`src/btac_pkg.sv`:
```
package btac_pkg;

  // ~~~~~~~~~~~~~~~~~~~~~~~~~~~~~~~~~~~~~~~~~~~~~~~~~~~~~~~~~~~~~~~~~~~~~~~~~
  // Table geometry
  // ~~~~~~~~~~~~~~~~~~~~~~~~~~~~~~~~~~~~~~~~~~~~~~~~~~~~~~~~~~~~~~~~~~~~~~~~~
  localparam int btb_entries     = 64;
  localparam int btb_index_width = 6;
  localparam int btb_index_low   = 2;   // Word aligned pcs
  localparam int entry_width     = 96;
  localparam int word_width      = 32;

  // Word positions inside one entry, high to low
  localparam int target_lsb = 64;
  localparam int pc_lsb     = 32;
  localparam int npc_lsb    = 0;

  // ~~~~~~~~~~~~~~~~~~~~~~~~~~~~~~~~~~~~~~~~~~~~~~~~~~~~~~~~~~~~~~~~~~~~~~~~~
  // State and verdict encodings
  // ~~~~~~~~~~~~~~~~~~~~~~~~~~~~~~~~~~~~~~~~~~~~~~~~~~~~~~~~~~~~~~~~~~~~~~~~~
  typedef enum logic {
    trk_idle,
    trk_armed                           // Taken branch in flight
  } tracker_state_t;

  typedef enum logic [2:0] {
    res_none,
    res_confirm,                        // Target as predicted
    res_wrong_target,
    res_not_taken,
    res_unpredicted                     // Jump with no record
  } resolve_kind_t;

endpackage

```
`src/btb_lookup.sv`:
```
`timescale 1ns/1ps

module btb_lookup (
  input  logic [95:0] rdata0,
  input  logic [95:0] rdata1,
  input  logic [31:0] pc0_q,
  input  logic [31:0] pc1_q,
  output logic        hit0,
  output logic        hit1,
  output logic [31:0] sel_baddr,
  output logic [31:0] sel_pc,
  output logic [31:0] sel_npc
);

  logic [btac_pkg::entry_width-1:0] sel_entry;

  function automatic logic entry_hit(
    input logic [btac_pkg::entry_width-1:0] entry,
    input logic [btac_pkg::word_width-1:0]  pc
  );
    logic [btac_pkg::word_width-1:0] tag;
    tag = entry[btac_pkg::pc_lsb +: btac_pkg::word_width];
    // Empty slot never matches, even for pc zero
    return (|entry) && (tag == pc);
  endfunction

  assign hit0 = entry_hit(rdata0, pc0_q);
  assign hit1 = entry_hit(rdata1, pc1_q);

  assign sel_entry = hit0 ? rdata0 : rdata1;   // Slot 0 wins

  assign sel_baddr = sel_entry[btac_pkg::target_lsb +: btac_pkg::word_width];
  assign sel_pc    = sel_entry[btac_pkg::pc_lsb +: btac_pkg::word_width];
  assign sel_npc   = sel_entry[btac_pkg::npc_lsb +: btac_pkg::word_width];

endmodule

```
`config.mk`:
```
export PLATFORM = sky130hd
export DESIGN_NAME = btb_lookup
export DESIGN_NICKNAME = d
export VERILOG_FILES = /design/src/btac_pkg.sv /design/src/btb_lookup.sv
export SDC_FILE = /design/constraint.sdc
export NUM_CORES = 1
export LEC_CHECK = 0
export ABC_AREA = 1
export ABC_CLOCK_PERIOD_IN_PS = 1600
export BUFFER_PORTS_ARGS = -buffer_cell sky130_fd_sc_hd__buf_2
export CORE_AREA = 2 2 136 138
export DETAILED_ROUTE_END_ITERATION = 6
export DIE_AREA = 0 0 138 140
export REMOVE_ABC_BUFFERS = 1
export SYNTH_ARGS = -nofsm -noshare
export SYNTH_HDL_FRONTEND = slang
export SYNTH_SLANG_ARGS = --single-unit
```
`constraint.sdc`:
```
create_clock -name vclk -period 1.6
set_clock_uncertainty 0.15 [all_clocks]
set_input_delay 0 -clock vclk [all_inputs]
set_output_delay 0 -clock vclk [all_outputs]
set_load 0.05 [all_outputs]
```
Word-level counts from Yosys, hierarchy flattened
Index checks and enable logic that the tools add are counted.

Bits of input ports: 256. Bits in registers: 0.

Reductions and logical operators: 4. Eq/ne operators: 2. Multiplexer cells: 1.

Operator list (count): $reduce_or 96->1 (2); $mux 96 (1); $eq 32x32->1 (2); $logic_and 1x1->1 (2).

Depth between registers and ports, before layout
Word-level depth: 3. Depth in mapped cells: 13. Gate-level depth less buffers: 11.

Worst setup path after synthesis
OpenSTA, ideal clock, no wires.

Path type: input to output. From: in rdata0[3]. To: out sel_baddr[22]. Path buffers: 2. Path slack: 0.140 ns. Stages on the path: 11. Data arrival time: 1.310 ns. Cell sequence: nor2_1 nand2_1 nor2_1 nand2_1 nor2_1 nand3_2 nand3_2 buf_6 buf_4 nand2_1 nand2_1.

Word-level cells in the longest chain between the ends: 3.

Ends and longest elaborated chain: start: declaration (RTL line btb_lookup.sv:4) `input logic [95:0] rdata0,`; $reduce_or 96->1 (RTL line btb_lookup.sv:24) `return (|entry) && (tag == pc);`; $logic_and 1x1->1 (RTL line btb_lookup.sv:24); $mux 96 (RTL line btb_lookup.sv:30) `assign sel_entry = hit0 ? rdata0 : rdata1;`; end: declaration (RTL line btb_lookup.sv:10) `output logic [31:0] sel_baddr,`.

Every way passes these cells.

Worst setup path after layout
From: in rdata0[62]. To: out sel_npc[3].

Word-level cells in the longest chain between the ends: 3. Elaborated cells between the ends (all ways): 4. Classes of those cells: eq/ne (1); mux (1); reduce/logical (2).

Ends and longest elaborated chain: $reduce_or 96->1 / $eq 32x32->1 (equally long branches) (RTL line btb_lookup.sv:24); $logic_and 1x1->1 (*) (RTL line btb_lookup.sv:24); $mux 96 (*) (RTL line btb_lookup.sv:30); end: declaration (RTL line btb_lookup.sv:12) `output logic [31:0] sel_npc`.

Every way passes the cells marked *; elsewhere a longest branch is shown, timed or not.

==> results.toml <==
[outcome]
status = "finished with violations"
violations = "negative setup slack"

[sta]
worstMarginPinSlew_ns = 0.403
finalHoldViolCount = 0
finalCritPeriodShare_pct = 112
max_slew_margin_pct = 72.9
finalCriticalPeriod_ns = 1.80
rsz0062_at_grt = "yes"
setup_violations = 97
fin_ws_ns = -0.196
fmax_ghz = 0.557
report.final.slew_viol_count = 0

[synthesis]
seq_area_frac_synth_pct = 0
synthTopCellsByArea = "nand2_1 (39%), nor2_1 (16%), nand3_1 (16%)"
synth_area_mm2 = 0.00338
netlist_instances = 769
yosys_warnings = 0
synth_cell_types = 20
synth_area_per_cell_um2 = 4.39
yosys.area.top_type_share_pct = 38.7
synth_largest_area_cell = "nand2_1"

[setup_path]
cp-start-kind = "input pin"
cp-end-kind = "output pin"
critPathMaxFanout = 7
arrival_ns = 1.65
crit_required_ns = 1.45
crit_type = "in2out"

[floorplan]
die_area_mm2 = 0.0193
core_mm2 = 0.0178
ioPinCount = 354
die_h_um = 140
initial_utilization_pct = 19.0
rows = 49
die_x_um = 138

[route]
via_count = 6693
drtAntennaViolNets = 0
drt-pass1-iter-count = 5
drcViolationCount = 0
wl_per_cell_um = 16.9
vias_per_cell = 4.71
drt_iter0_drc = 339
drt-total-wl_um = 24000

[power]
peakVddDrop_uv = 143
leakagePower_nw = 4.31
powerDensity_mw_per_mm2 = 245

[place]
place_area_mm2 = 0.00587
gp_congestion = 0.938
dp_cells = 1386
dp_hpwl_um = 15800
port-buffer-count = 354

[global_route]
grt_pass1_wl_um = 32200
track_usage_pct = 20.4
grt_max_degree = 41
grt_remaining_overflow = 0
grt_antenna_before_repair = 0
grt_pass1_vias = 6197

[final_layout]
layout.nets = 1451
antenna_cells = 0
clkbuf_count = 0
final_area_mm2 = 0.00815
fin_util_pct = 45.8
ff_latch_area_um2 = 0
layout_commonest_cell = "nand2_1"
drive_gt1_share_pct = 52.6
area_delta_synth_final_pct = 141
layout_common_cells = "nand2_1 (268), buf_2 (225), nor2_1 (118)"
multi_input_area_mm2 = 0.00359
seq_cell_count = 0
instances_no_fill = 1422
fillers = 1802

[clocking]
cts_hold_buf = 0

[job]
drv_cap = 0

[min_path]
hp-class = "in2out"
-- path summary, 6_finish.rpt --
check  startpoint     endpoint  slack [ns]  depth (start not counted)
max    rdata0[62]   sel_npc[3]       -0.20                         14
min    rdata1[19]  sel_npc[19]        0.20                          4
-- worst max-delay path, stage by stage --
cell and delay (ns):
buf_2 0.12, buf_6 0.12, xor2_1 0.15, nor2_1 0.08
nand2_1 0.06, nor2_1 0.13, nand2_2 0.08, nor2_4 0.12
buf_6 0.16, buf_12 0.14, clkbuf_16 0.18, nand3_2 0.08
nand2_2 0.08, buf_8 0.14
-- metal layers --
metal / GRT usage, % / vias to the layer above / part of all wire, %
li1: - / 3223 / -
met3: 2.39 / 49 / 7.2
met1: 24.4 / 3022 / 38
met5: 0 / - / 0
met2: 39.3 / 399 / 53
met4: 3.81 / 0 / 2.2
-- cells in the mapped netlist (all sizes together) --
cell type,number
clkbuf,5
nor4,8
and2,1
nand4,9
buf,25
o21ai,1
nor3,6
inv,66
nor2,142
nand3,107
xnor2,25
nand2,348
or2,7
clkinv,5
xor2,14
-- stage by stage --
stage	hold WS [ns]	power, mW	TNS, ns	setup WS, ns
2_1_floorplan	0.171	0.850	-169.87	-1.75
3_3_place_gp	0.244	1.60	-27.25	-0.352
3_5_place_dp	0.245	1.61	-25.01	-0.329
4_1_cts	0.198	1.84	-12.15	-0.200
5_1_grt	0.218	2.12	-24.42	-0.292
6_report	0.200	2.00	-13.09	-0.196
-- cells by family (layout without fill, tap and decap cells) --
group / after synthesis / in the layout / synth area share [%]
and+or+nand+nor: 628 / 628 / 76.2
xor gates and xnor gates: 39 / 39 / 10.1
AOI/OAI and AO/OA: 1 / 1 / 0.148
buffers and inverters: 101 / 525 / 13.5
-- where the power goes --
group	leakage [nW]	total, mW	internal [mW]	switching (mW)
clock	0	0	0	0
combinational	4.31	2.00	0.867	1.13
sequential	0	0	0	0
-- final cells by class --
cell class	count	area share [%]
Inverter	71	3.27
Timing Repair Buffer	454	49.2
Multi-Input combinational cell	668	44.1
Tap cell	229	3.52
-- timing repair --
action	CTS	global route
pin swaps	23	76
gates resized for setup	267	209
cloned	12	11
setup buffers	13	1
endpoints found under the setup margin	98	98
(Power assumes the default switching activity.)
