===== config.mk =====
export PLATFORM = sky130hd
export DESIGN_NAME = btac_ctrl
export DESIGN_NICKNAME = d
export VERILOG_FILES = /design/src/btac_pkg.sv /design/src/btac_ctrl.sv
export SDC_FILE = /design/constraint.sdc
export NUM_CORES = 1
export LEC_CHECK = 0
export BUFFER_PORTS_ARGS = -buffer_cell sky130_fd_sc_hd__buf_2
export CORE_AREA = 5 5 246 248
export CTS_CLUSTER_SIZE = 8
export DETAILED_ROUTE_END_ITERATION = 7
export DIE_AREA = 0 0 251 253
export GPL_TIMING_DRIVEN = 0
export PLACE_DENSITY = 0.32
export SYNTH_ARGS = -nofsm -noshare
export SYNTH_HDL_FRONTEND = slang
export SYNTH_SLANG_ARGS = --single-unit
export TNS_END_PERCENT = 100

===== constraint.sdc =====
create_clock -name clock -period 2.55 [get_ports clock]
set_clock_uncertainty 0.1 [all_clocks]
set_input_delay 0 -clock clock [delete_from_list [all_inputs] [get_ports clock]]
set_output_delay 0 -clock clock [all_outputs]
set_load 0.01 [all_outputs]

===== src/btac_pkg.sv =====
package btac_pkg;

  // ~~~~~~~~~~~~~~~~~~~~~~~~~~~~~~~~~~~~~~~~~~~~~~~~~~~~~~~~~~~~~~~~~~~~~~~~~
  // Table geometry
  // ~~~~~~~~~~~~~~~~~~~~~~~~~~~~~~~~~~~~~~~~~~~~~~~~~~~~~~~~~~~~~~~~~~~~~~~~~
  localparam int btb_entries     = 64;
  localparam int btb_index_width = 6;
  localparam int btb_index_low   = 2;   // Word aligned pcs
  localparam int entry_width     = 96;
  localparam int word_width      = 32;

  // Word positions inside one entry, high to low
  localparam int target_lsb = 64;
  localparam int pc_lsb     = 32;
  localparam int npc_lsb    = 0;

  // ~~~~~~~~~~~~~~~~~~~~~~~~~~~~~~~~~~~~~~~~~~~~~~~~~~~~~~~~~~~~~~~~~~~~~~~~~
  // State and verdict encodings
  // ~~~~~~~~~~~~~~~~~~~~~~~~~~~~~~~~~~~~~~~~~~~~~~~~~~~~~~~~~~~~~~~~~~~~~~~~~
  typedef enum logic {
    trk_idle,
    trk_armed                           // Taken branch in flight
  } tracker_state_t;

  typedef enum logic [2:0] {
    res_none,
    res_confirm,                        // Target as predicted
    res_wrong_target,
    res_not_taken,
    res_unpredicted                     // Jump with no record
  } resolve_kind_t;

endpackage


===== src/btac_ctrl.sv =====
`timescale 1ns/1ps

module btac_ctrl (
  input  logic        clock,
  input  logic        reset,
  input  logic        clear,
  input  logic        stall,
  input  logic [31:0] get_pc0,
  input  logic [31:0] get_pc1,
  input  logic [31:0] upd_pc0,
  input  logic [31:0] upd_pc1,
  input  logic [31:0] upd_npc0,
  input  logic [31:0] upd_npc1,
  input  logic [31:0] upd_addr0,
  input  logic [31:0] upd_addr1,
  input  logic        upd_jump0,
  input  logic        upd_jump1,
  input  logic        upd_branch0,
  input  logic        upd_branch1,
  input  logic        upd_jal0,
  input  logic        upd_jal1,
  input  logic        hit0,
  input  logic        hit1,
  input  logic [31:0] sel_baddr,
  input  logic [31:0] sel_pc,
  input  logic [31:0] sel_npc,
  output logic [5:0]  raddr0,
  output logic [5:0]  raddr1,
  output logic [5:0]  waddr,
  output logic        wen,
  output logic [95:0] wdata,
  output logic [31:0] pc0_q,
  output logic [31:0] pc1_q,
  output logic        pred_branch,
  output logic [31:0] pred_baddr,
  output logic [31:0] pred_pc,
  output logic [31:0] pred_npc
);

  logic write0;
  logic write1;
  logic predict;

  always_ff @(posedge clock) begin
    if (!reset) begin
      pc0_q <= '0;
      pc1_q <= '0;
    end else if (!clear) begin
      pc0_q <= get_pc0;
      pc1_q <= get_pc1;
    end
  end

  // Clear holds the old index so the table output stays put
  assign raddr0 = clear ? pc0_q[btac_pkg::btb_index_low +: btac_pkg::btb_index_width]
                        : get_pc0[btac_pkg::btb_index_low +: btac_pkg::btb_index_width];
  assign raddr1 = clear ? pc1_q[btac_pkg::btb_index_low +: btac_pkg::btb_index_width]
                        : get_pc1[btac_pkg::btb_index_low +: btac_pkg::btb_index_width];

  // ~~~~~~~~~~~~~~~~~~~~~~~~~~~~~~~~~~~~~~~~~~~~~~~~~~~~~~~~~~~~~~~~~~~~~~~~~
  // Table write from a resolved jump
  // ~~~~~~~~~~~~~~~~~~~~~~~~~~~~~~~~~~~~~~~~~~~~~~~~~~~~~~~~~~~~~~~~~~~~~~~~~
  assign write0 = (upd_jal0 || upd_branch0) && upd_jump0;
  assign write1 = (upd_jal1 || upd_branch1) && upd_jump1;
  assign wen    = !clear && (write0 || write1);

  // Slot 0 preferred
  assign waddr = write0 ? upd_pc0[btac_pkg::btb_index_low +: btac_pkg::btb_index_width]
                        : upd_pc1[btac_pkg::btb_index_low +: btac_pkg::btb_index_width];

  always_comb begin
    wdata = '0;
    if (write0) begin
      wdata[btac_pkg::target_lsb +: btac_pkg::word_width] = upd_addr0;
      wdata[btac_pkg::pc_lsb +: btac_pkg::word_width]     = upd_pc0;
      wdata[btac_pkg::npc_lsb +: btac_pkg::word_width]    = upd_npc0;
    end else begin
      wdata[btac_pkg::target_lsb +: btac_pkg::word_width] = upd_addr1;
      wdata[btac_pkg::pc_lsb +: btac_pkg::word_width]     = upd_pc1;
      wdata[btac_pkg::npc_lsb +: btac_pkg::word_width]    = upd_npc1;
    end
  end

  assign predict     = !(stall || clear);
  assign pred_branch = predict && (hit0 || hit1);
  assign pred_baddr  = predict ? sel_baddr : '0;
  assign pred_pc     = predict ? sel_pc : '0;
  assign pred_npc    = predict ? sel_npc : '0;

endmodule


* After elaboration in Yosys (flattened, before gate mapping)
Cells that the tools add are included.
** Operators by class
- Mux-type cells :: 7
- Reductions and logical operators :: 11
** Operators by type and width (number)
- $mux 32 :: 3
- $mux 96 :: 1
- $mux 6 :: 3
- $logic_or 1x1->1 :: 5
- $logic_and 1x1->1 :: 4
- $logic_not 1->1 :: 2
** Storage, ports and cells
- Register bits after elaboration :: 64
- Input bits :: 364

* Longest topological paths before layout
- Depth after elaboration :: 4
- Depth in mapped cells :: 4
- Gate-level depth less buffers :: 2

* Least setup slack after synthesis
Ideal clock, no wire load.
- Path kind :: in2out
- Start :: in upd_branch0
- End :: out wdata[34]
- Arrival time :: 0.970 ns
- Required time :: 2.450 ns
- Path slack :: 1.480 ns
- Stages :: 4
- Path buffers :: 2
- Cell sequence :: o21ai_2 > buf_2 > mux2_2 > buf_4
** On the way
- Longest elaborated chain between the ends :: 3
** RTL lines
- from (decl) :: line btac_ctrl.sv:18 : input logic upd_branch0,
- $logic_or 1x1->1 :: line btac_ctrl.sv:63 : assign write0 = (upd_jal0 || upd_branch0) && upd_jump0;
- $logic_and 1x1->1 :: line btac_ctrl.sv:63
- $mux 96 :: line btac_ctrl.sv:73 : if (write0) begin
- to (decl) :: line btac_ctrl.sv:31 : output logic [95:0] wdata,
No other way between the ends.

* Final worst setup path
- Start :: in upd_branch0
- End :: out wdata[70]
The elaborated chain is that of the path after synthesis.

==> flow_summary_export.csv <==
group,metric,value,unit
outcome,outcome,"finished clean",
place,dpl_worst_slack,0.963,ns
setup_path,crit_path_end_kind,"primary output",
worst_hold_path,hold_class,"input port to primary output",
routing,vias_per_cell,3.08,
routing,wl_per_cell,16.0,um
clock_tree,clkSinkCount,64,
final_layout,nFillCells,6673,
synthesis,yosys_warnings,0,
synthesis,syn_nets,793,
power,vdd_drop_max,0.366,mV
global_route,grt_max_degree,14,
clock_tree,numCtsBuffers,9,
floorplan,die_w,251,um
sta,hold_violations,0,
routing,drt-total-wl,30900,um
setup_path,regToRegSetupSlack,1.30,ns
sta,final.min_clock_period,1.55,ns
routing,met2WireLength,15400,um
place,place.port_buffers,638,
setup_path,worstPathRequired,2.45,ns
synthesis,synth_top_area_share,29.7,%
floorplan,start_util,7.40,%
floorplan,ios,640,
clock_tree,cts-resized-gates,0,
synthesis,syn_area,4310,sq um
worst_hold_path,hold_end,"pred_npc[14]",
floorplan,die_area,63500,sq um
setup_path,r2r_start,"pc0_q[13]$_SDFFE_PN0N_",
routing,drc,0,
synthesis,ys_seq_elements,64,
final_layout,layout.nets,1510,
synthesis,ys_types,16,
routing,met3_length,3120,um
setup_path,critPathMaxFanout,10,
power,powerDensity,401,nW/um^2
synthesis,synth_area_leader_cell,"dfxtp_1",
sta,fin_ws,0.997,ns
floorplan,row_count,89,
sta,drv_slew,0,
power,p_leak,4.98,nW
routing,top_layer,"met4",
clock_tree,root_buffer,"clkbuf_16",
place,gp_congestion,0.935,
routing,wl_met1,11800,um
setup_path,crit_type,"input port to primary output",
sta,tightestPinTransition,0.883,ns
setup_path,ff2ff_path_depth,3,
worst_hold_path,holdCritStartpoint,"sel_npc[14]",
routing,drt_iter0_markers,160,
place,placedCellCount,1840,
sta,setup-tns-final,0,ns
clock_tree,clockBufferDepth,2,
clock_tree,cts_tree,"yes",
routing,vias,5939,
final_layout,multi_input_area,2780,sq um
routing,firstDrtPassIters,4,
final_layout,syn2layout_area_growth,120,%
synthesis,synthTopCellsByArea,"dfxtp_1, mux2_2, and2_1",
final_layout,seq_area,1280,sq um
routing,final_antenna_net_count,0,
setup_path,startpoint_type,"input port",
floorplan,die_h,253,um
clock_tree,insertion_delay,0.35,ns
clock_tree,cts.htree.levels,3,
final_layout,drive_above_1_share,65.9,%
sta,setup_viol_count_final,0,
worst_hold_path,whs_path_depth,3,
global_route,globalRouteOverflowTotal,0,
setup_path,r2r-end,"pc0_q[13]$_SDFFE_PN0N_",
floorplan,coreArea,58200,sq um
global_route,grt_usage,8.83,%
final_layout,utilization,16.3,%
sta,max_freq,0.644,GHz
job,max-cap-violations,0,
sta,finalCritPeriodShare,60.9,%
setup_path,cp.arrival,1.45,ns
synthesis,ys_seq_area_share,29.7,%
sta,grt_setup_unrepaired,"no",
global_route,grt_pass1_wl,41600,um
place,hpwlAfterDp,27000,um
global_route,grt_pass1_vias,6230,
synthesis,synth.avg_cell_area,10.0,sq um
sta,max_slew_margin,41.1,%
global_route,antenna_found_initial,5,
final_layout,instances_no_fill,1929,
synthesis,synth_cells,429,
==> power by group <==
part           total, W  switching [W]  internal, W  leakage (nW)
logic           0.00129       0.000600     0.000693          4.29
clock network   0.00143       0.000560     0.000867         0.157
registers       0.00109      0.0000297      0.00106         0.529
==> what timing repair did <==
| action | CTS | global route |
|---|---|---|
| endpoints found under the setup margin | 0 | 0 |
| hold buffers | 68 | 0 |
| endpoints found under the hold margin | 64 | 0 |
| buffers inserted | 0 | 0 |
==> synthesized netlist by cell type <==
cell type,n
buf_2,7
nor2_4,1
dfxtp_1,64
o21ai_2,1
mux2i_1,52
buf_1,1
a21oi_1,1
and2_1,108
clkbuf_1,15
mux2_2,79
mux2_1,29
nor2b_1,52
buf_6,8
o21a_1,1
o21ai_0,1
buf_4,9
==> logic make-up (layout without fill, tap and decap cells) <==
logic type / Yosys count / in the layout / share of synthesized area, %
and+or+nand+nor: 161 / 161 / 23.5
muxes: 160 / 160 / 40.3
DFF: 64 / 64 / 29.7
buffers and inverters: 40 / 762 / 5.86
AOI/OAI and AO/OA: 4 / 4 / 0.610
other: 0 / 5 / 0
==> how the worst max path moves through the flow <==
stage	from	to	slack [ns]	cells past startpoint
floorplan	upd_branch0	wdata[34]	1.48	4
global placement	upd_branch0	wdata[70]	0.95	6
detailed placement	upd_branch0	wdata[70]	0.96	6
CTS	upd_branch0	wdata[70]	0.96	6
global route	upd_branch0	wdata[35]	0.93	6
finish	upd_branch0	wdata[70]	1.0	6
==> final cells by class <==
type                    instances  area share (%)
repair buffers                706            40.8
flip-flops and latches         64            13.5
diodes                          5           0.132
clock buffers                   9            2.37
well taps                     773            10.2
clock inverters                 7            1.08
multi-input cells             325            29.2
plain buffers                  40            2.66
==> metrics by stage <==
step,hold WS [ns],total power [W],area (sq um)
floorplan,0.0325,0.00166,4310
global placement,0.151,0.00234,8470
detailed placement,0.158,0.00234,8470
CTS,0.186,0.00393,9480
global route,0.198,0.00405,9490
finish,0.186,0.00381,9490
==> sequential cells by signal, indices dropped and copies added, names as in the netlist <==
name and cells:
pc1_q 32, pc0_q 32
==> routing by layer <==
layer / track usage [%] / vias up
met4: 2.70 / 0
li1: - / 2871
met2: 15.5 / 319
met1: 9.91 / 2718
met5: 0 / -
met3: 3.43 / 31
==> placed cells by master, fill, tap and decap left out, drive strengths merged <==
master / instances
buf: 663
mux2: 108
mux2i: 52
clkinvlp: 1
bufinv: 2
and2: 108
nor2b: 52
a21oi: 1
o21ai: 2
o21a: 1
nor2: 1
dlygate4sd3: 68
clkbuf: 24
inv: 2
diode: 5
clkinv: 2
dfxtp: 64
==> worst max-delay path: stages <==
cell and delay (ns):
buf_2 0.10, o21ai_2 0.28, buf_4 0.28, buf_6 0.18
mux2_1 0.42, buf_2 0.18
No activity file was read; power rests on OpenSTA's default activity.
