[src/btac_pkg.sv]
package btac_pkg;

  // ~~~~~~~~~~~~~~~~~~~~~~~~~~~~~~~~~~~~~~~~~~~~~~~~~~~~~~~~~~~~~~~~~~~~~~~~~
  // Table geometry
  // ~~~~~~~~~~~~~~~~~~~~~~~~~~~~~~~~~~~~~~~~~~~~~~~~~~~~~~~~~~~~~~~~~~~~~~~~~
  localparam int btb_entries     = 64;
  localparam int btb_index_width = 6;
  localparam int btb_index_low   = 2;   // Word aligned pcs
  localparam int entry_width     = 96;
  localparam int word_width      = 32;

  // Word positions inside one entry, high to low
  localparam int target_lsb = 64;
  localparam int pc_lsb     = 32;
  localparam int npc_lsb    = 0;

  // ~~~~~~~~~~~~~~~~~~~~~~~~~~~~~~~~~~~~~~~~~~~~~~~~~~~~~~~~~~~~~~~~~~~~~~~~~
  // State and verdict encodings
  // ~~~~~~~~~~~~~~~~~~~~~~~~~~~~~~~~~~~~~~~~~~~~~~~~~~~~~~~~~~~~~~~~~~~~~~~~~
  typedef enum logic {
    trk_idle,
    trk_armed                           // Taken branch in flight
  } tracker_state_t;

  typedef enum logic [2:0] {
    res_none,
    res_confirm,                        // Target as predicted
    res_wrong_target,
    res_not_taken,
    res_unpredicted                     // Jump with no record
  } resolve_kind_t;

endpackage

[src/taken_tracker.sv]
`timescale 1ns/1ps

module taken_tracker (
  input  logic                     clock,
  input  logic                     reset,
  input  logic                     clear,
  input  logic                     fetch_taken,
  input  logic [31:0]              fetch_taddr,
  input  logic [31:0]              fetch_tpc,
  input  logic [31:0]              fetch_tnpc,
  input  logic                     decode_taken,
  input  logic [31:0]              decode_taddr,
  input  logic [31:0]              decode_tpc,
  input  logic [31:0]              decode_tnpc,
  input  logic                     issue_taken,
  input  logic [31:0]              issue_taddr,
  input  logic [31:0]              issue_tpc,
  input  logic [31:0]              issue_tnpc,
  input  logic                     execute_taken,
  input  logic [31:0]              execute_taddr,
  input  logic [31:0]              execute_tpc,
  input  logic [31:0]              execute_tnpc,
  input  logic                     memory_taken,
  input  logic [31:0]              memory_taddr,
  input  logic [31:0]              memory_tpc,
  input  logic [31:0]              memory_tnpc,
  input  logic [31:0]              upd_pc0,
  input  logic [31:0]              upd_pc1,
  input  btac_pkg::resolve_kind_t  kind,
  output logic                     cand_taken,
  output logic [31:0]              cand_taddr,
  output logic [31:0]              cand_tpc,
  output logic [31:0]              cand_tnpc,
  output btac_pkg::tracker_state_t state
);

  logic [31:0] taddr_q;
  logic [31:0] tpc_q;
  logic [31:0] tnpc_q;

  // Stage report is relevant only for a pc now being updated
  function automatic logic stage_hit(input logic taken, input logic [31:0] tpc,
                                     input logic [31:0] pc0, input logic [31:0] pc1);
    return taken && ((tpc == pc0) || (tpc == pc1));
  endfunction

  // ~~~~~~~~~~~~~~~~~~~~~~~~~~~~~~~~~~~~~~~~~~~~~~~~~~~~~~~~~~~~~~~~~~~~~~~~~
  // Candidate record, oldest stage first
  // ~~~~~~~~~~~~~~~~~~~~~~~~~~~~~~~~~~~~~~~~~~~~~~~~~~~~~~~~~~~~~~~~~~~~~~~~~
  always_comb begin
    cand_taken = 1'b0;
    cand_taddr = '0;
    cand_tpc   = '0;
    cand_tnpc  = '0;
    if (!clear) begin
      cand_taken = 1'b1;
      if (stage_hit(memory_taken, memory_tpc, upd_pc0, upd_pc1)) begin
        {cand_taddr, cand_tpc, cand_tnpc} = {memory_taddr, memory_tpc, memory_tnpc};
      end else if (stage_hit(execute_taken, execute_tpc, upd_pc0, upd_pc1)) begin
        {cand_taddr, cand_tpc, cand_tnpc} = {execute_taddr, execute_tpc, execute_tnpc};
      end else if (stage_hit(issue_taken, issue_tpc, upd_pc0, upd_pc1)) begin
        {cand_taddr, cand_tpc, cand_tnpc} = {issue_taddr, issue_tpc, issue_tnpc};
      end else if (stage_hit(decode_taken, decode_tpc, upd_pc0, upd_pc1)) begin
        {cand_taddr, cand_tpc, cand_tnpc} = {decode_taddr, decode_tpc, decode_tnpc};
      end else if (stage_hit(fetch_taken, fetch_tpc, upd_pc0, upd_pc1)) begin
        {cand_taddr, cand_tpc, cand_tnpc} = {fetch_taddr, fetch_tpc, fetch_tnpc};
      end else begin
        cand_taken = (state == btac_pkg::trk_armed);   // Held record
        {cand_taddr, cand_tpc, cand_tnpc} = {taddr_q, tpc_q, tnpc_q};
      end
    end
  end

  always_ff @(posedge clock) begin
    if (!reset || clear) begin
      state   <= btac_pkg::trk_idle;
      taddr_q <= '0;
      tpc_q   <= '0;
      tnpc_q  <= '0;
    end else begin
      // Any verdict retires the record
      if (cand_taken && (kind == btac_pkg::res_none)) begin
        state <= btac_pkg::trk_armed;
      end else begin
        state <= btac_pkg::trk_idle;
      end
      taddr_q <= cand_taddr;
      tpc_q   <= cand_tpc;
      tnpc_q  <= cand_tnpc;
    end
  end

endmodule

[config.mk]
export PLATFORM = sky130hd
export DESIGN_NAME = taken_tracker
export DESIGN_NICKNAME = d
export VERILOG_FILES = /design/src/btac_pkg.sv /design/src/taken_tracker.sv
export SDC_FILE = /design/constraint.sdc
export NUM_CORES = 1
export LEC_CHECK = 0
export ABC_AREA = 1
export BUFFER_PORTS_ARGS = -buffer_cell sky130_fd_sc_hd__buf_2
export CAP_MARGIN = 10
export CORE_AREA = 8 8 245 247
export DETAILED_ROUTE_END_ITERATION = 8
export DIE_AREA = 0 0 253 255
export HOLD_SLACK_MARGIN = 0.06
export SYNTH_ARGS = -nofsm -noshare
export SYNTH_HDL_FRONTEND = slang
export SYNTH_SLANG_ARGS = --single-unit
[constraint.sdc]
create_clock -name clock -period 5.1 [get_ports clock]
set_input_delay 0.255 -clock clock [delete_from_list [all_inputs] [get_ports clock]]
set_output_delay 0.255 -clock clock [all_outputs]
set_load 0.01 [all_outputs]
[After elaboration in Yosys (flattened, before gate mapping)]
Index checks and enable logic that the tools add are counted.
Word-level totals
  bits in registers: 97
  input port bits: 555
  output and inout bits: 98
  word-level logic and storage cells: 53
Operators by class
  equal/unequal tests: 10
  multiplexer cells: 25
  reductions and logical operators: 14
Operators with widths (count)
  32-bit 2-to-1 mux: 18
  32-bit == test: 10
  1-bit 2-to-1 mux: 7
  1-bit logical AND: 6
  1-bit logical OR: 6
  3-bit zero test: 1
  1-bit zero test: 1

[Longest topological paths before layout]
  word-level depth: 11
  gate-level depth with buffers: 20
  mapped depth without buffers: 17

[Worst setup path after synthesis]
OpenSTA, ideal clock, no wires.
  kind: input -> output
  start: input port upd_pc1[24]
  end: output port cand_tpc[25]
  data arrival time: 1832 ps
  required time: 4845 ps
  path slack: 3013 ps
  stages on the path: 18
  buffers on the path: 3
  cell sequence: buf_2 xnor2_1 nand2_1 nor2_1 nand2_1 nor2_1 nand2_1 nand2_2 nand2_4 nand2_4 inv_2 buf_4 buf_6 nand2_1 nand3_1 nand2_1 nand2_1 inv_1
On the way
  cells in the longest elaborated chain, start to end: 9
  elaborated cells between the ends (all ways): 21
  classes of those cells: 5 x eq/ne; 6 x mux; 10 x reduce/logical
RTL lines
  from (decl): RTL line taken_tracker.sv:28  | input logic [31:0] upd_pc1,
  32-bit == test: RTL line taken_tracker.sv:44  | return taken && ((tpc == pc0) || (tpc == pc1));
  1-bit logical OR: RTL line taken_tracker.sv:44
  1-bit logical AND: RTL line taken_tracker.sv:44
  32-bit 2-to-1 mux: RTL line taken_tracker.sv:65  | end else if (stage_hit(fetch_taken, fetch_tpc, upd_pc0, upd_pc1)) begin
  32-bit 2-to-1 mux: RTL line taken_tracker.sv:63  | end else if (stage_hit(decode_taken, decode_tpc, upd_pc0, upd_pc1)) begin
  32-bit 2-to-1 mux: RTL line taken_tracker.sv:61  | end else if (stage_hit(issue_taken, issue_tpc, upd_pc0, upd_pc1)) begin
  32-bit 2-to-1 mux: RTL line taken_tracker.sv:59  | end else if (stage_hit(execute_taken, execute_tpc, upd_pc0, upd_pc1)) begin
  32-bit 2-to-1 mux (*): RTL line taken_tracker.sv:57  | if (stage_hit(memory_taken, memory_tpc, upd_pc0, upd_pc1)) begin
  32-bit 2-to-1 mux (*): RTL line taken_tracker.sv:55  | if (!clear) begin
  to (decl): RTL line taken_tracker.sv:32  | output logic [31:0] cand_tpc,
Every way passes the cells marked *; elsewhere a longest branch is shown, timed or not.

[Final worst setup path]
  start: input port upd_pc0[26]
  end: output port cand_tpc[24]
On the way
  cells in the longest elaborated chain, start to end: 9
  elaborated cells between the ends (all ways): 21
  classes of those cells: 5 x eq/ne; 6 x mux; 10 x reduce/logical
RTL lines
  from (decl): RTL line taken_tracker.sv:27  | input logic [31:0] upd_pc0,
  32-bit == test: RTL line taken_tracker.sv:44
  1-bit logical OR: RTL line taken_tracker.sv:44
  1-bit logical AND: RTL line taken_tracker.sv:44
  32-bit 2-to-1 mux: RTL line taken_tracker.sv:65
  32-bit 2-to-1 mux: RTL line taken_tracker.sv:63
  32-bit 2-to-1 mux: RTL line taken_tracker.sv:61
  32-bit 2-to-1 mux: RTL line taken_tracker.sv:59
  32-bit 2-to-1 mux (*): RTL line taken_tracker.sv:57
  32-bit 2-to-1 mux (*): RTL line taken_tracker.sv:55
Marked as above.

==> impl_metrics.toml <==
[floorplan]
die_width_microns = 253
ioPinCount = 653
start_util_pct = 27.9
core_area_sq_um = 56000
rows = 87
dieArea_sq_um = 64500
die_h_microns = 255

[worst_setup_path]
crit_slowest_cell = "buf_4"
arrival_ps = 3840
cp-start-kind = "primary input"
critPathKind = "in2out"
cp_max_fo = 60
critical_path.max_stage_delay_ps = 430
cpMostUsedCell = "nand2_1"
crit_path_end_kind = "primary output"
required_ps = 4850
cpLargestDelayFamily = "simple AND/OR/NAND/NOR gates"
critical_path_buf_inv_count = 6
cp_cell_sequence = "buf_2 -> inv_1 -> nand2_1 -> nand4_1 -> nor2_1 -> nand2_1 -> nor2_1 -> nand2_1 -> nand2_4 -> nand2_4 -> nand2_4 -> inv_4 -> buf_4 -> nand2_1 -> nand3_1 -> nand2_1 -> nand2_1 -> inv_1 -> buf_2"

[timing]
rsz0062_at_grt = "false"
setup-tns-final_ps = 0
final-max-slew-violation-count = 0
fmax_mhz = 244
finalHoldViolCount = 0
setup_viol_count_final = 0
slew_headroom_pct = 35.9
fin_skew_ps = 0
worst_hold_slack_ps = 189
layout_setup_ws_ps = 1000
fin_crit_sh_pct = 80.3
fin_crit_ps = 4100
tightest_slew_ps = 962

[grt]
track_usage_pct = 23.3
overflow = 0
grt_pass1_vias = 19100
antenna_found_initial = 24
grt_max_degree = 73
grt_pass1_wl_mm = 116

[placed_design]
dp_slack_ps = 1080
place_hpwl_mm = 62.9
gp_congestion = 0.961
io_buffers = 652

[clock_tree]
hold_buffers = 0
postCtsResizedCells = 0
insertion_delay_ps = 380
root_buffer = "clkbuf_16"
clk_pin_slew_worst_paths_ps = 70
numClockSinks = 97
htreeDepth = 3
post_cts_buffers = 0
clk_path_buf_depth = 2
cts_tree = "yes"
cts_buffers = 9

[final_layout]
layout_commonest_cell = "nand2_1"
final_nets = 4194
fin_util_pct = 34.7
drive_gt1_share_pct = 19.8
layout_common_cells = "nand2_1 (1151), inv_1 (710), buf_2 (649)"
syn_to_final_growth_pct = 24.4
n_fill_cell = 6690

[logic_synthesis]
syn_inst = 3161
ys_ff_latch = 97
ys_seq_area_share_pct = 12.4
yosys.cell_types.count = 26
synth_fp_nets = 3716
synth_area_sq_um = 15600
yosysWarnings = 0
syn_area_per_cell_sq_um = 4.94

[drt]
drt_first_iter_violations = 1555
drt_first_pass_iters = 7
vias = 20100
ant_nets = 0
drc_errors = 0
finalWirelength_mm = 80.0
wl_per_cell_microns = 18.1
avgViaCountPerCell = 4.55

[pwr]
power.density_nw_per_um2 = 120
peakVddDrop_v = 0.000150
p_leak_nw = 12.8

[flow_run]
maxCapViolations = 0

[min_path]
hold_path.class = "in2reg"

[run_status]
status = "finished, final reports clean"
## cell usage after synthesis
library cell / number / area (sq um)
buf_4: 5 / 37.5
buf_6: 3 / 33.8
buf_1: 6 / 22.5
inv_2: 10 / 37.5
xor2_1: 56 / 490
nand2_1: 1154 / 4330
xnor2_1: 191 / 1670
or2_1: 1 / 6.26
nor4_1: 1 / 6.26
and2_1: 1 / 6.26
and3_1: 1 / 6.26
buf_2: 102 / 510
inv_1: 711 / 2670
dfxtp_1: 97 / 1940
nor2_1: 171 / 642
nand3b_1: 1 / 7.51
nand2_4: 2 / 22.5
nand3_1: 378 / 1890
clkbuf_1: 94 / 353
nand4_1: 21 / 131
o21ai_0: 114 / 571
or2_2: 8 / 50.1
nand2_2: 3 / 18.8
or2_0: 1 / 6.26
nor3_1: 28 / 140
clkinv_1: 1 / 3.75
## layout make-up
class | instances | area, sq um | area share [%]
multi-input cells | 2132 | 10000 | 51.7
repair buffers | 677 | 3470 | 17.9
inverters | 722 | 2720 | 14.0
flip-flops and latches | 97 | 1940 | 10.0
well taps | 756 | 946 | 4.87
clock buffers | 10 | 239 | 1.23
clock inverters | 5 | 38.8 | 0.200
diodes | 14 | 35.0 | 0.180
## tightest hold or removal path, cell delays in order
cell	delay, ps
buf_2	70
nor4_1	40
and3_1	160
## path summary, 6_finish.rpt
| check | from | to | slack (ps) | depth (start not counted) |
|---|---|---|---|---|
| max | upd_pc0[26] | cand_tpc[24] | 1000 | 19 |
| min | kind[2] | state | 190 | 3 |
| max reg2reg | taddr_q[28] | taddr_q[28] | 4040 | 8 |
| min reg2reg | state | state | 620 | 3 |
## state kept, by name, summed over array words and instances (netlist names)
register  cells
state         1
tpc_q        32
taddr_q      32
tnpc_q       32
## metal layers
metal / up-vias / part of all wire [%] / GRT usage, %
li1: 10100 / - / -
met1: 9026 / 42 / 28.9
met2: 801 / 47 / 39.6
met3: 111 / 8.2 / 5.70
met4: 24 / 2.6 / 7.20
met5: - / 0.18 / 0
## per-stage QoR
| step | power (mW) | instances | area, sq um |
|---|---|---|---|
| 2_1_floorplan | 1.23 | 3161 | 15600 |
| 3_3_place_gp | 1.64 | 4384 | 19100 |
| 3_5_place_dp | 1.63 | 4384 | 19100 |
| 4_1_cts | 2.36 | 4399 | 19400 |
| 5_1_grt | 2.47 | 4405 | 19400 |
| 6_report | 2.34 | 4413 | 19400 |
## kinds of logic (layout without fill, tap and decap cells)
logic type / after synthesis / after routing / synth area share (%)
compound gates: 114 / 114 / 3.66
xor+xnor: 247 / 247 / 13.9
buf+inv: 932 / 1414 / 23.5
flops: 97 / 97 / 12.4
other cells: 0 / 14 / 0
simple gates: 1771 / 1771 / 46.6
## power by group
part	total (mW)	internal, mW	leakage (nW)	switching, mW
clock network	0.715	0.346	0.135	0.369
logic	0.866	0.363	11.9	0.503
registers	0.756	0.756	0.781	0.000000000635
total	2.34	1.47	12.8	0.871
No activity file was read; power rests on OpenSTA's default activity.
